## src/verilog/dlc_regmap_pkg.sv

```systemverilog
// level-crossing register map
`default_nettype none

package dlc_regmap_pkg;

  localparam int REG_DATA_W  = 32;  // register bus data width
  localparam int LOG_WL_W    = 4;   // shift amount, level width is 2**log_wl
  localparam int DLVL_BITS_W = 3;   // bit position of the direction flag in a packet

  // register offsets on the 8-bit address bus
  typedef enum logic [7:0] {
    ADDR_LOG_WL    = 8'h00,
    ADDR_DLVL_BITS = 8'h04,
    ADDR_MASK_DLVL = 8'h14,  // largest delta level carried by one packet
    ADDR_MASK_DT   = 8'h18   // largest delta time, also the overflow marker
  } reg_addr_e;

endpackage

`default_nettype wire

```

## src/verilog/dlc_core_pkg.sv

```systemverilog
// level-crossing datapath definitions
`default_nettype none

package dlc_core_pkg;

  localparam int SAMPLE_W   = 16;  // signed input samples, levels share this width
  localparam int PKT_W      = 16;  // {delta time, direction | delta level}
  localparam int FIELD_W    = 8;   // one packet field, also mask width
  localparam int FIFO_DEPTH = 4;

  // encoder control states
  typedef enum logic [1:0] {
    ST_RUN,       // popping samples, one packet per crossing
    ST_DLVL_OVF,  // emitting continuation packets of a large jump
    ST_DT_OVF     // emitting a delta-time overflow packet
  } dlc_state_e;

endpackage

`default_nettype wire

```

## src/verilog/dlc_cfg_if.sv

```systemverilog
// live configuration bundle
`timescale 1ns/1ps
`default_nettype none

interface dlc_cfg_if;

  logic [dlc_regmap_pkg::LOG_WL_W-1:0]    log_wl;     // sample >>> log_wl gives the level
  logic [dlc_regmap_pkg::DLVL_BITS_W-1:0] dlvl_bits;  // where the direction bit sits
  logic [dlc_core_pkg::FIELD_W-1:0]       mask_dlvl;
  logic [dlc_core_pkg::FIELD_W-1:0]       mask_dt;

  // register file side
  modport regs (output log_wl, dlvl_bits, mask_dlvl, mask_dt);

  // datapath side
  modport core (input log_wl, dlvl_bits, mask_dlvl, mask_dt);

endinterface

`default_nettype wire

```

## src/verilog/dlc_fifo.sv

```systemverilog
// synchronous circular FIFO
`timescale 1ns/1ps
`default_nettype none

module dlc_fifo #(
  parameter int DEPTH = dlc_core_pkg::FIFO_DEPTH,
  parameter int WIDTH = dlc_core_pkg::PKT_W
) (
  input  logic             clk_i,
  input  logic             rst_ni,
  input  logic             push_i,
  input  logic [WIDTH-1:0] data_i,
  input  logic             pop_i,
  output logic [WIDTH-1:0] data_o,   // head entry, valid while not empty
  output logic             full_o,
  output logic             empty_o
);

  localparam int PTR_W = (DEPTH > 1) ? $clog2(DEPTH) : 1;
  localparam int CNT_W = $clog2(DEPTH + 1);

  logic [WIDTH-1:0] mem_q [DEPTH];
  logic [PTR_W-1:0] wr_ptr_q;
  logic [PTR_W-1:0] rd_ptr_q;
  logic [CNT_W-1:0] count_q;
  logic             push_ok;
  logic             pop_ok;

  // wraps at DEPTH-1 so non power-of-two depths work too
  function automatic logic [PTR_W-1:0] ptr_inc(input logic [PTR_W-1:0] ptr);
    return (ptr == PTR_W'(DEPTH - 1)) ? '0 : ptr + 1'b1;
  endfunction

  assign full_o  = (count_q == CNT_W'(DEPTH));
  assign empty_o = (count_q == '0);
  assign push_ok = push_i && !full_o;   // push into a full buffer is dropped
  assign pop_ok  = pop_i && !empty_o;   // pop from an empty buffer is dropped
  assign data_o  = mem_q[rd_ptr_q];

  always_ff @(posedge clk_i) begin
    if (push_ok) mem_q[wr_ptr_q] <= data_i;
  end

  always_ff @(posedge clk_i or negedge rst_ni) begin
    if (!rst_ni) begin
      wr_ptr_q <= '0;
      rd_ptr_q <= '0;
      count_q  <= '0;
    end else begin
      if (push_ok) wr_ptr_q <= ptr_inc(wr_ptr_q);
      if (pop_ok) rd_ptr_q <= ptr_inc(rd_ptr_q);
      case ({push_ok, pop_ok})
        2'b10:   count_q <= count_q + 1'b1;
        2'b01:   count_q <= count_q - 1'b1;
        default: ;  // both or neither, occupancy unchanged
      endcase
    end
  end

endmodule

`default_nettype wire

```

## src/verilog/dlc_regs.sv

```systemverilog
// configuration register file
`timescale 1ns/1ps
`default_nettype none

module dlc_regs (
  input  logic                                         clk_i,
  input  logic                                         rst_ni,
  input  logic                                         reg_valid_i,
  input  logic                                         reg_write_i,
  input  logic [$bits(dlc_regmap_pkg::reg_addr_e)-1:0] reg_addr_i,
  input  logic [dlc_regmap_pkg::REG_DATA_W-1:0]        reg_wdata_i,
  output logic [dlc_regmap_pkg::REG_DATA_W-1:0]        reg_rdata_o,
  output logic                                         reg_error_o,
  dlc_cfg_if.regs                                      cfg
);

  logic [dlc_regmap_pkg::LOG_WL_W-1:0]    log_wl_q;
  logic [dlc_regmap_pkg::DLVL_BITS_W-1:0] dlvl_bits_q;
  logic [dlc_core_pkg::FIELD_W-1:0]       mask_dlvl_q;
  logic [dlc_core_pkg::FIELD_W-1:0]       mask_dt_q;

  // write decode, only the low bits of each field are kept
  always_ff @(posedge clk_i or negedge rst_ni) begin
    if (!rst_ni) begin
      log_wl_q    <= '0;
      dlvl_bits_q <= '0;
      mask_dlvl_q <= '0;
      mask_dt_q   <= '0;
    end else if (reg_valid_i && reg_write_i) begin
      case (reg_addr_i)
        dlc_regmap_pkg::ADDR_LOG_WL:
          log_wl_q <= reg_wdata_i[dlc_regmap_pkg::LOG_WL_W-1:0];
        dlc_regmap_pkg::ADDR_DLVL_BITS:
          dlvl_bits_q <= reg_wdata_i[dlc_regmap_pkg::DLVL_BITS_W-1:0];
        dlc_regmap_pkg::ADDR_MASK_DLVL:
          mask_dlvl_q <= reg_wdata_i[dlc_core_pkg::FIELD_W-1:0];
        dlc_regmap_pkg::ADDR_MASK_DT:
          mask_dt_q <= reg_wdata_i[dlc_core_pkg::FIELD_W-1:0];
        default: ;  // unmapped offset, write dropped
      endcase
    end
  end

  // read mux, answers the current request in the same cycle
  always_comb begin
    reg_rdata_o = '0;  // zero-extend every field
    reg_error_o = 1'b0;
    if (reg_valid_i) begin
      case (reg_addr_i)
        dlc_regmap_pkg::ADDR_LOG_WL:    reg_rdata_o[dlc_regmap_pkg::LOG_WL_W-1:0] = log_wl_q;
        dlc_regmap_pkg::ADDR_DLVL_BITS: reg_rdata_o[dlc_regmap_pkg::DLVL_BITS_W-1:0] = dlvl_bits_q;
        dlc_regmap_pkg::ADDR_MASK_DLVL: reg_rdata_o[dlc_core_pkg::FIELD_W-1:0] = mask_dlvl_q;
        dlc_regmap_pkg::ADDR_MASK_DT:   reg_rdata_o[dlc_core_pkg::FIELD_W-1:0] = mask_dt_q;
        default:                        reg_error_o = 1'b1;  // no such register
      endcase
    end
  end

  assign cfg.log_wl    = log_wl_q;
  assign cfg.dlvl_bits = dlvl_bits_q;
  assign cfg.mask_dlvl = mask_dlvl_q;
  assign cfg.mask_dt   = mask_dt_q;

endmodule

`default_nettype wire

```

## src/verilog/dlc_ctrl_fsm.sv

```systemverilog
// encoder control FSM
`timescale 1ns/1ps
`default_nettype none

module dlc_ctrl_fsm (
  input  logic                    clk_i,
  input  logic                    rst_ni,
  input  logic                    in_empty_i,
  input  logic                    out_full_i,
  input  logic                    xing_i,      // current sample crosses a level
  input  logic                    dlvl_ovf_i,  // crossing too large for one packet
  input  logic                    ovf_end_i,   // last split packet leaves now
  input  logic                    dt_wrap_i,   // skip count hit mask_dt
  output logic                    take_o,
  output logic                    push_o,
  output logic                    out_room_o,
  output logic                    dt_flush_o,
  output dlc_core_pkg::dlc_state_e state_o
);

  dlc_core_pkg::dlc_state_e state_q;
  dlc_core_pkg::dlc_state_e state_d;

  assign out_room_o = !out_full_i;
  assign state_o    = state_q;

  // samples are only consumed in RUN, and only when a packet could leave with them
  assign take_o = (state_q == dlc_core_pkg::ST_RUN) && !in_empty_i && out_room_o;

  assign push_o = out_room_o && ((xing_i && state_q == dlc_core_pkg::ST_RUN) ||
                                 dlvl_ovf_i ||                         // first split packet
                                 state_q == dlc_core_pkg::ST_DLVL_OVF ||
                                 state_q == dlc_core_pkg::ST_DT_OVF);

  assign dt_flush_o = (state_q == dlc_core_pkg::ST_DT_OVF) && out_room_o;

  always_comb begin
    state_d = state_q;
    case (state_q)
      dlc_core_pkg::ST_RUN: begin
        if (dlvl_ovf_i && out_room_o) state_d = dlc_core_pkg::ST_DLVL_OVF;
        else if (dt_wrap_i) state_d = dlc_core_pkg::ST_DT_OVF;
      end
      dlc_core_pkg::ST_DLVL_OVF: if (ovf_end_i) state_d = dlc_core_pkg::ST_RUN;
      dlc_core_pkg::ST_DT_OVF:   if (out_room_o) state_d = dlc_core_pkg::ST_RUN;  // packet gone
      default:                   state_d = dlc_core_pkg::ST_RUN;
    endcase
  end

  always_ff @(posedge clk_i or negedge rst_ni) begin
    if (!rst_ni) state_q <= dlc_core_pkg::ST_RUN;
    else state_q <= state_d;
  end

endmodule

`default_nettype wire

```

## src/verilog/dlc_skip_counter.sv

```systemverilog
// skipped-sample counter
`timescale 1ns/1ps
`default_nettype none

module dlc_skip_counter (
  input  logic                             clk_i,
  input  logic                             rst_ni,
  input  logic                             take_i,
  input  logic                             xing_i,
  input  logic                             dt_flush_i,  // overflow packet leaving
  dlc_cfg_if.core                          cfg,
  output logic [dlc_core_pkg::FIELD_W-1:0] skip_cnt_o,
  output logic                             dt_wrap_o
);

  logic [dlc_core_pkg::FIELD_W-1:0] cnt_q;
  logic                             count_en;

  assign count_en   = take_i && !xing_i;  // sample taken but stays in the current level
  assign dt_wrap_o  = count_en && (cnt_q == cfg.mask_dt);
  assign skip_cnt_o = cnt_q;

  always_ff @(posedge clk_i or negedge rst_ni) begin
    if (!rst_ni) cnt_q <= '0;
    else if (xing_i || dt_flush_i) cnt_q <= '0;  // restart after any packet with a time stamp
    else if (count_en) cnt_q <= cnt_q + 1'b1;
  end

endmodule

`default_nettype wire

```

## src/verilog/dlc_delta_encoder.sv

```systemverilog
// level detection and packet builder
`timescale 1ns/1ps
`default_nettype none

module dlc_delta_encoder (
  input  logic                              clk_i,
  input  logic                              rst_ni,
  input  logic                              take_i,       // sample at the FIFO head is valid
  input  logic [dlc_core_pkg::SAMPLE_W-1:0] in_data_i,
  input  dlc_core_pkg::dlc_state_e          state_i,
  input  logic                              out_room_i,
  input  logic [dlc_core_pkg::FIELD_W-1:0]  skip_cnt_i,
  dlc_cfg_if.core                           cfg,
  output logic                              xing_o,
  output logic                              dlvl_ovf_o,
  output logic                              ovf_end_o,
  output logic [dlc_core_pkg::PKT_W-1:0]    pkt_o
);

  localparam int LVL_W = dlc_core_pkg::SAMPLE_W;
  localparam int FLD_W = dlc_core_pkg::FIELD_W;

  logic signed [LVL_W-1:0] din_lvl;
  logic signed [LVL_W-1:0] curr_lvl_q;
  logic signed [LVL_W-1:0] dlvl;
  logic        [LVL_W-1:0] dlvl_abs;
  logic                    dir;          // 1 = downward step
  logic                    dir_q;        // direction held over a split
  logic        [LVL_W:0]   mask_ext;     // extra bit so the sign of the remainder shows
  logic        [LVL_W:0]   split_q;      // magnitude still to send
  logic        [LVL_W:0]   split_op;
  logic        [LVL_W:0]   split_nxt;
  logic                    in_split;
  logic                    split_last;
  logic        [FLD_W-1:0] mag_out;
  logic        [FLD_W-1:0] dt_out;
  logic        [FLD_W-1:0] dir_field;
  logic                    dir_out;

  assign din_lvl = $signed(in_data_i) >>> cfg.log_wl;  // arithmetic, keeps the sign
  assign dlvl    = take_i ? (din_lvl - curr_lvl_q) : '0;
  assign xing_o  = (dlvl != '0);
  assign dir     = dlvl[LVL_W-1];
  assign dlvl_abs = dir ? -dlvl : dlvl;

  assign mask_ext   = {{(LVL_W + 1 - FLD_W){1'b0}}, cfg.mask_dlvl};
  assign dlvl_ovf_o = xing_o && ({1'b0, dlvl_abs} > mask_ext);

  // first split step works on the fresh magnitude, later ones on the remainder
  assign split_op   = dlvl_ovf_o ? {1'b0, dlvl_abs} : split_q;
  assign split_nxt  = split_op - mask_ext;
  assign in_split   = (state_i == dlc_core_pkg::ST_DLVL_OVF);
  assign split_last = in_split && split_nxt[LVL_W];  // remainder below the mask
  assign ovf_end_o  = split_last && out_room_i;

  always_ff @(posedge clk_i or negedge rst_ni) begin
    if (!rst_ni) begin
      curr_lvl_q <= '0;
      split_q    <= '0;
      dir_q      <= 1'b0;
    end else begin
      if (xing_o) curr_lvl_q <= din_lvl;  // follow the sample's level
      if (out_room_i && (dlvl_ovf_o || in_split)) split_q <= split_nxt;
      if (dlvl_ovf_o) dir_q <= dir;
    end
  end

  // field select, plain crossing by default
  always_comb begin
    mag_out = dlvl_abs[FLD_W-1:0];
    dir_out = dir;
    dt_out  = skip_cnt_i;
    if (state_i == dlc_core_pkg::ST_DT_OVF) begin
      mag_out = '0;  // time-only marker
      dir_out = 1'b0;
      dt_out  = cfg.mask_dt;
    end else if (dlvl_ovf_o) begin
      mag_out = cfg.mask_dlvl;  // first chunk keeps the skip count
    end else if (in_split) begin
      mag_out = split_last ? split_op[FLD_W-1:0] : cfg.mask_dlvl;
      dir_out = dir_q;
      dt_out  = '0;  // continuation packets follow with no time gap
    end
  end

  assign dir_field = FLD_W'(dir_out) << cfg.dlvl_bits;
  assign pkt_o     = {dt_out, mag_out | dir_field};

endmodule

`default_nettype wire

```

## src/verilog/dlc_top.sv

```systemverilog
// level-crossing encoder top
`timescale 1ns/1ps
`default_nettype none

module dlc_top (
  input  logic                                         clk_i,
  input  logic                                         rst_ni,
  // register bus
  input  logic                                         reg_valid_i,
  input  logic                                         reg_write_i,
  input  logic [$bits(dlc_regmap_pkg::reg_addr_e)-1:0] reg_addr_i,
  input  logic [dlc_regmap_pkg::REG_DATA_W-1:0]        reg_wdata_i,
  output logic [dlc_regmap_pkg::REG_DATA_W-1:0]        reg_rdata_o,
  output logic                                         reg_error_o,
  // sample stream in
  input  logic                                         in_push_i,
  input  logic [dlc_core_pkg::SAMPLE_W-1:0]            in_data_i,
  output logic                                         in_full_o,
  // packet stream out
  input  logic                                         out_pop_i,
  output logic [dlc_core_pkg::PKT_W-1:0]               out_data_o,
  output logic                                         out_empty_o
);

  logic                              in_empty;
  logic [dlc_core_pkg::SAMPLE_W-1:0] in_head;   // sample at the input FIFO head
  logic                              out_full;
  logic                              take;      // pop input, sample is valid
  logic                              push;
  logic                              out_room;
  logic                              dt_flush;
  dlc_core_pkg::dlc_state_e          state;
  logic [dlc_core_pkg::FIELD_W-1:0]  skip_cnt;
  logic                              dt_wrap;
  logic                              xing;
  logic                              dlvl_ovf;
  logic                              ovf_end;
  logic [dlc_core_pkg::PKT_W-1:0]    pkt;

  dlc_cfg_if cfg_if ();

  dlc_regs u_regs (
    .clk_i, .rst_ni, .reg_valid_i, .reg_write_i, .reg_addr_i, .reg_wdata_i,
    .reg_rdata_o, .reg_error_o, .cfg(cfg_if)
  );

  dlc_fifo #(.DEPTH(dlc_core_pkg::FIFO_DEPTH), .WIDTH(dlc_core_pkg::SAMPLE_W)) u_in_fifo (
    .clk_i, .rst_ni, .push_i(in_push_i), .data_i(in_data_i), .pop_i(take),
    .data_o(in_head), .full_o(in_full_o), .empty_o(in_empty)
  );

  dlc_fifo #(.DEPTH(dlc_core_pkg::FIFO_DEPTH), .WIDTH(dlc_core_pkg::PKT_W)) u_out_fifo (
    .clk_i, .rst_ni, .push_i(push), .data_i(pkt), .pop_i(out_pop_i),
    .data_o(out_data_o), .full_o(out_full), .empty_o(out_empty_o)
  );

  dlc_ctrl_fsm u_ctrl_fsm (
    .clk_i, .rst_ni, .in_empty_i(in_empty), .out_full_i(out_full),
    .xing_i(xing), .dlvl_ovf_i(dlvl_ovf), .ovf_end_i(ovf_end), .dt_wrap_i(dt_wrap),
    .take_o(take), .push_o(push), .out_room_o(out_room), .dt_flush_o(dt_flush),
    .state_o(state)
  );

  dlc_skip_counter u_skip_cnt (
    .clk_i, .rst_ni, .take_i(take), .xing_i(xing), .dt_flush_i(dt_flush),
    .cfg(cfg_if), .skip_cnt_o(skip_cnt), .dt_wrap_o(dt_wrap)
  );

  dlc_delta_encoder u_enc (
    .clk_i, .rst_ni, .take_i(take), .in_data_i(in_head), .state_i(state),
    .out_room_i(out_room), .skip_cnt_i(skip_cnt), .cfg(cfg_if),
    .xing_o(xing), .dlvl_ovf_o(dlvl_ovf), .ovf_end_o(ovf_end), .pkt_o(pkt)
  );

endmodule

`default_nettype wire

```

## config.mk

```make
export PLATFORM = sky130hd
export DESIGN_NAME = dlc_top
export DESIGN_NICKNAME = d
export VERILOG_FILES = /design/src/verilog/dlc_regmap_pkg.sv /design/src/verilog/dlc_core_pkg.sv /design/src/verilog/dlc_cfg_if.sv /design/src/verilog/dlc_fifo.sv /design/src/verilog/dlc_regs.sv /design/src/verilog/dlc_ctrl_fsm.sv /design/src/verilog/dlc_skip_counter.sv /design/src/verilog/dlc_delta_encoder.sv /design/src/verilog/dlc_top.sv
export SDC_FILE = /design/constraint.sdc
export NUM_CORES = 1
export LEC_CHECK = 0
export ABC_AREA = 1
export BUFFER_PORTS_ARGS = -buffer_cell sky130_fd_sc_hd__buf_2
export CAP_MARGIN = 30
export CORE_UTILIZATION = 56
export CTS_BUF_LIST = sky130_fd_sc_hd__clkbuf_8
export CTS_CLUSTER_DIAMETER = 150
export DETAILED_ROUTE_END_ITERATION = 10
export PLACE_DENSITY = 0.8
export SLEW_MARGIN = 20
export SYNTH_ARGS = -nofsm -noshare
export SYNTH_HDL_FRONTEND = slang
export SYNTH_SLANG_ARGS = --single-unit
```

## constraint.sdc

```tcl
create_clock -name clk_i -period 7.11 [get_ports clk_i]
set_input_delay 0.711 -clock clk_i [delete_from_list [all_inputs] [get_ports clk_i]]
set_output_delay 0.711 -clock clk_i [all_outputs]
set_load 0.1 [all_outputs]
```

==> out/results.tsv <==
metric	value	unit
Final Hold Viols	0	
skew final	0.0324	ns
Simple-Gate Fraction of Synth Area	23.4	%
critical path required time	7.38	ns
ratio of cells with drive above 1 in the final layout	29.0	%
CP max-delay cell	fa_2	
RSZ-0062 raised after global routing	true	
Max Clk Rate	134	MHz
setup TNS	-10.40	ns
CTS Sinks	209	
XOR/XNOR Fraction of Synth Area	2.26	%
Starting Density	56.9	%
n_diodes	0	
CTS tree	done	
vias per cell	5.52	
DPL Wire Length	20.9	mm
starting DRC count in detailed routing	823	
Post-Synthesis Cell Area	12400	sq um
top cells by area, synth	edfxtp_1 (31%), dfrtp_1 (16%), nand2_1 (11%)	
Post-Synth Adder-Cell Area	5.17	%
HP Class	input pin to asynchronous set/reset pin	
commonest cells after routing, fill and taps aside	nand2_1 (334), inv_1 (173), buf_4 (171), edfxtp_1 (128), o21ai_0 (122)	
EDFF count, synth	128	
Core Region	21800	sq um
Die X	151	um
clock tree root driver cell	clkbuf_8	
setup ws final	-0.359	ns
Crit Path Max Fanout	6	
Synth Area in Compound Gates	12.9	%
TritonRoute pass-1 iters	6	
share of the synthesized area in the top cell type	30.9	%
GRT Total Usage	27.7	%
commonest non-fill, non-tap cell in the layout	nand2_1	
H-tree depth	2	
Ys Warns	0	
failing checks	negative setup slack	
Final nets	1822	
Tcrit/Tclk final	105	%
Port-buffer cells	64	
CP dominant cell by count	nand2_2	
Filler Cells Inserted	1502	
Ports	113	
mux contribution to synthesized area	0	%
top_reg_cell synth	edfxtp_1	
outcome	finished with violations	
antenna-violating nets left	0	
Synth area leader	edfxtp_1	
shortest period the worst path allows	7.47	ns
vias in the first global route	10713	
CP delay by family, top	simple AND/OR/NAND/NOR gates	
Slew HR	38.8	%
Least-Margin Pin Slew	0.917	ns
Arrival @ worst endpoint	7.73	ns
Routed WL	32.0	mm
Synth Area per Inst	8.47	sq um
Worst path max stage delay	0.41	ns
Final Slew Violations	0	
die area	22800	sq um
Crit path buffers/inverters	7	
antenna violations before repair	0	
Crit Path Class	flop to flop	
largest net degree at the start of global routing	59	
share of synthesized registers carrying an async set or reset	38.8	%
area grow syn2layout	25.2	%
CTS buffer count	35	
main combinational cell family by area after synthesis	simple AND/OR/NAND/NOR gates	
wire length per cell	15.9	um
synthesis-stage register bit count	209	
clk_lat worst skew	0.54	ns
post-synthesis sequential area ratio	47.2	%
final core occ	71.3	%
detailed-route DRC error count	0	
via count	11143	
Max Root-Sink Buffers	3	
crit end category	flop	
startpoint types	flop	
gr ovfl total	0	
Final setup viols	37	
RePlAce Congestion	0.958	
first-pass GRT wire length	49.6	mm
synthesized instance count	1467	
CTS clk-pin slew, worst paths	0.07	ns
unique cell type count in the Yosys netlist	48	
max-capacitance violation count	0	
Die H	151	um
# rows	54	
## cells in the mapped netlist (all sizes together), types with 6 or more instances
| master | count |
|---|---|
| nor2 | 122 |
| a211oi | 6 |
| xnor2 | 15 |
| clkbuf | 32 |
| xor2 | 17 |
| a21oi | 58 |
| nor3 | 8 |
| inv | 185 |
| o22ai | 22 |
| a31oi | 12 |
| buf | 38 |
| nand2 | 389 |
| nand3 | 84 |
| dfrtp | 81 |
| ha | 45 |
| o21ai | 161 |
| nand4 | 24 |
| a221oi | 6 |
| a32o | 12 |
| edfxtp | 128 |
## stage by stage
stage / worst slack, ns / hold WS, ns / cells / area (sq um)
6_report: -0.359 / 0.0752 / 2018 / 15600
4_1_cts: -0.0455 / 0.0730 / 2007 / 15000
3_3_place_gp: -0.223 / 0.468 / 1911 / 13900
3_5_place_dp: -0.433 / 0.477 / 1911 / 13900
2_1_floorplan: 0.0110 / 0.415 / 1490 / 12500
5_1_grt: -0.735 / 0.0872 / 2018 / 15600
## worst paths after layout
check,start,endpoint,slack (ns),cells past startpoint
hold reg to reg,u_enc.split_q[10],u_enc.split_q[10],0.49,2
setup reg to reg,u_in_fifo.rd_ptr_q[1],u_out_fifo.mem_q[1][0],-0.36,51
max in group asynchronous,rst_ni,u_in_fifo.rd_ptr_q[1],5.88,2
hold / removal,rst_ni,u_enc.split_q[7],0.08,1
setup / recovery,u_in_fifo.rd_ptr_q[1],u_out_fifo.mem_q[1][0],-0.36,51
min in group clk_i,in_data_i[9],u_in_fifo.mem_q[0][9],0.40,1
## final cells by class
type                            instances  area, sq um  share of cell area (%)
Multi-Input combinational cell       1024         6130                    39.4
Tap cell                              280          350                    2.25
Clock buffer                           40          551                    3.54
Sequential cell                       209         5870                    37.7
Timing Repair Buffer                  253         1830                    11.8
Timing Repair inverter                  1         7.51                  0.0482
Clock inverter                         24          103                   0.659
Inverter                              187          721                    4.63
## state kept, by name, summed over array words and instances (netlist names), 3 cells and up
register / cells
u_regs.cfg.mask_dlvl: 8
u_regs.cfg.log_wl: 4
u_regs.cfg.mask_dt: 8
u_enc.split_q: 17
u_in_fifo.mem_q: 64
u_regs.cfg.dlvl_bits: 3
u_skip_cnt.skip_cnt_o: 8
u_out_fifo.count_q: 3
u_in_fifo.count_q: 3
u_out_fifo.mem_q: 64
u_enc.curr_lvl_q: 16
## kinds of logic after synthesis
kind of cell,after synthesis
flip-flops,209
adder cells (fa/ha/maj),49
AND/OR/NAND/NOR,637
other,1
buffers and inverters,257
XOR/XNOR,32
AO/OA/AOI/OAI,282
## layer usage
| metal | vias to the layer above | track usage, % | wire [um] |
|---|---|---|---|
| li1 | 5358 | - | - |
| met1 | 5199 | 31.9 | 12100 |
| met2 | 482 | 50.9 | 16500 |
| met3 | 104 | 3.55 | 2040 |
| met4 | 0 | 12.9 | 1320 |
| met5 | - | 0 | 0 |
## timing repair
| action | in CTS | in global routing |
|---|---|---|
| setup buffers | 30 | 15 |
| pin swaps | 31 | 67 |
| gates cloned | 2 | 0 |
| hold buffers | 0 | 0 |
| gates resized for setup | 80 | 114 |
| setup endpoints to repair | 39 | 47 |
Power is left out: the tool's default activity adds up to more than one toggle a clock period on the data nets, which glitch-free logic cannot reach.
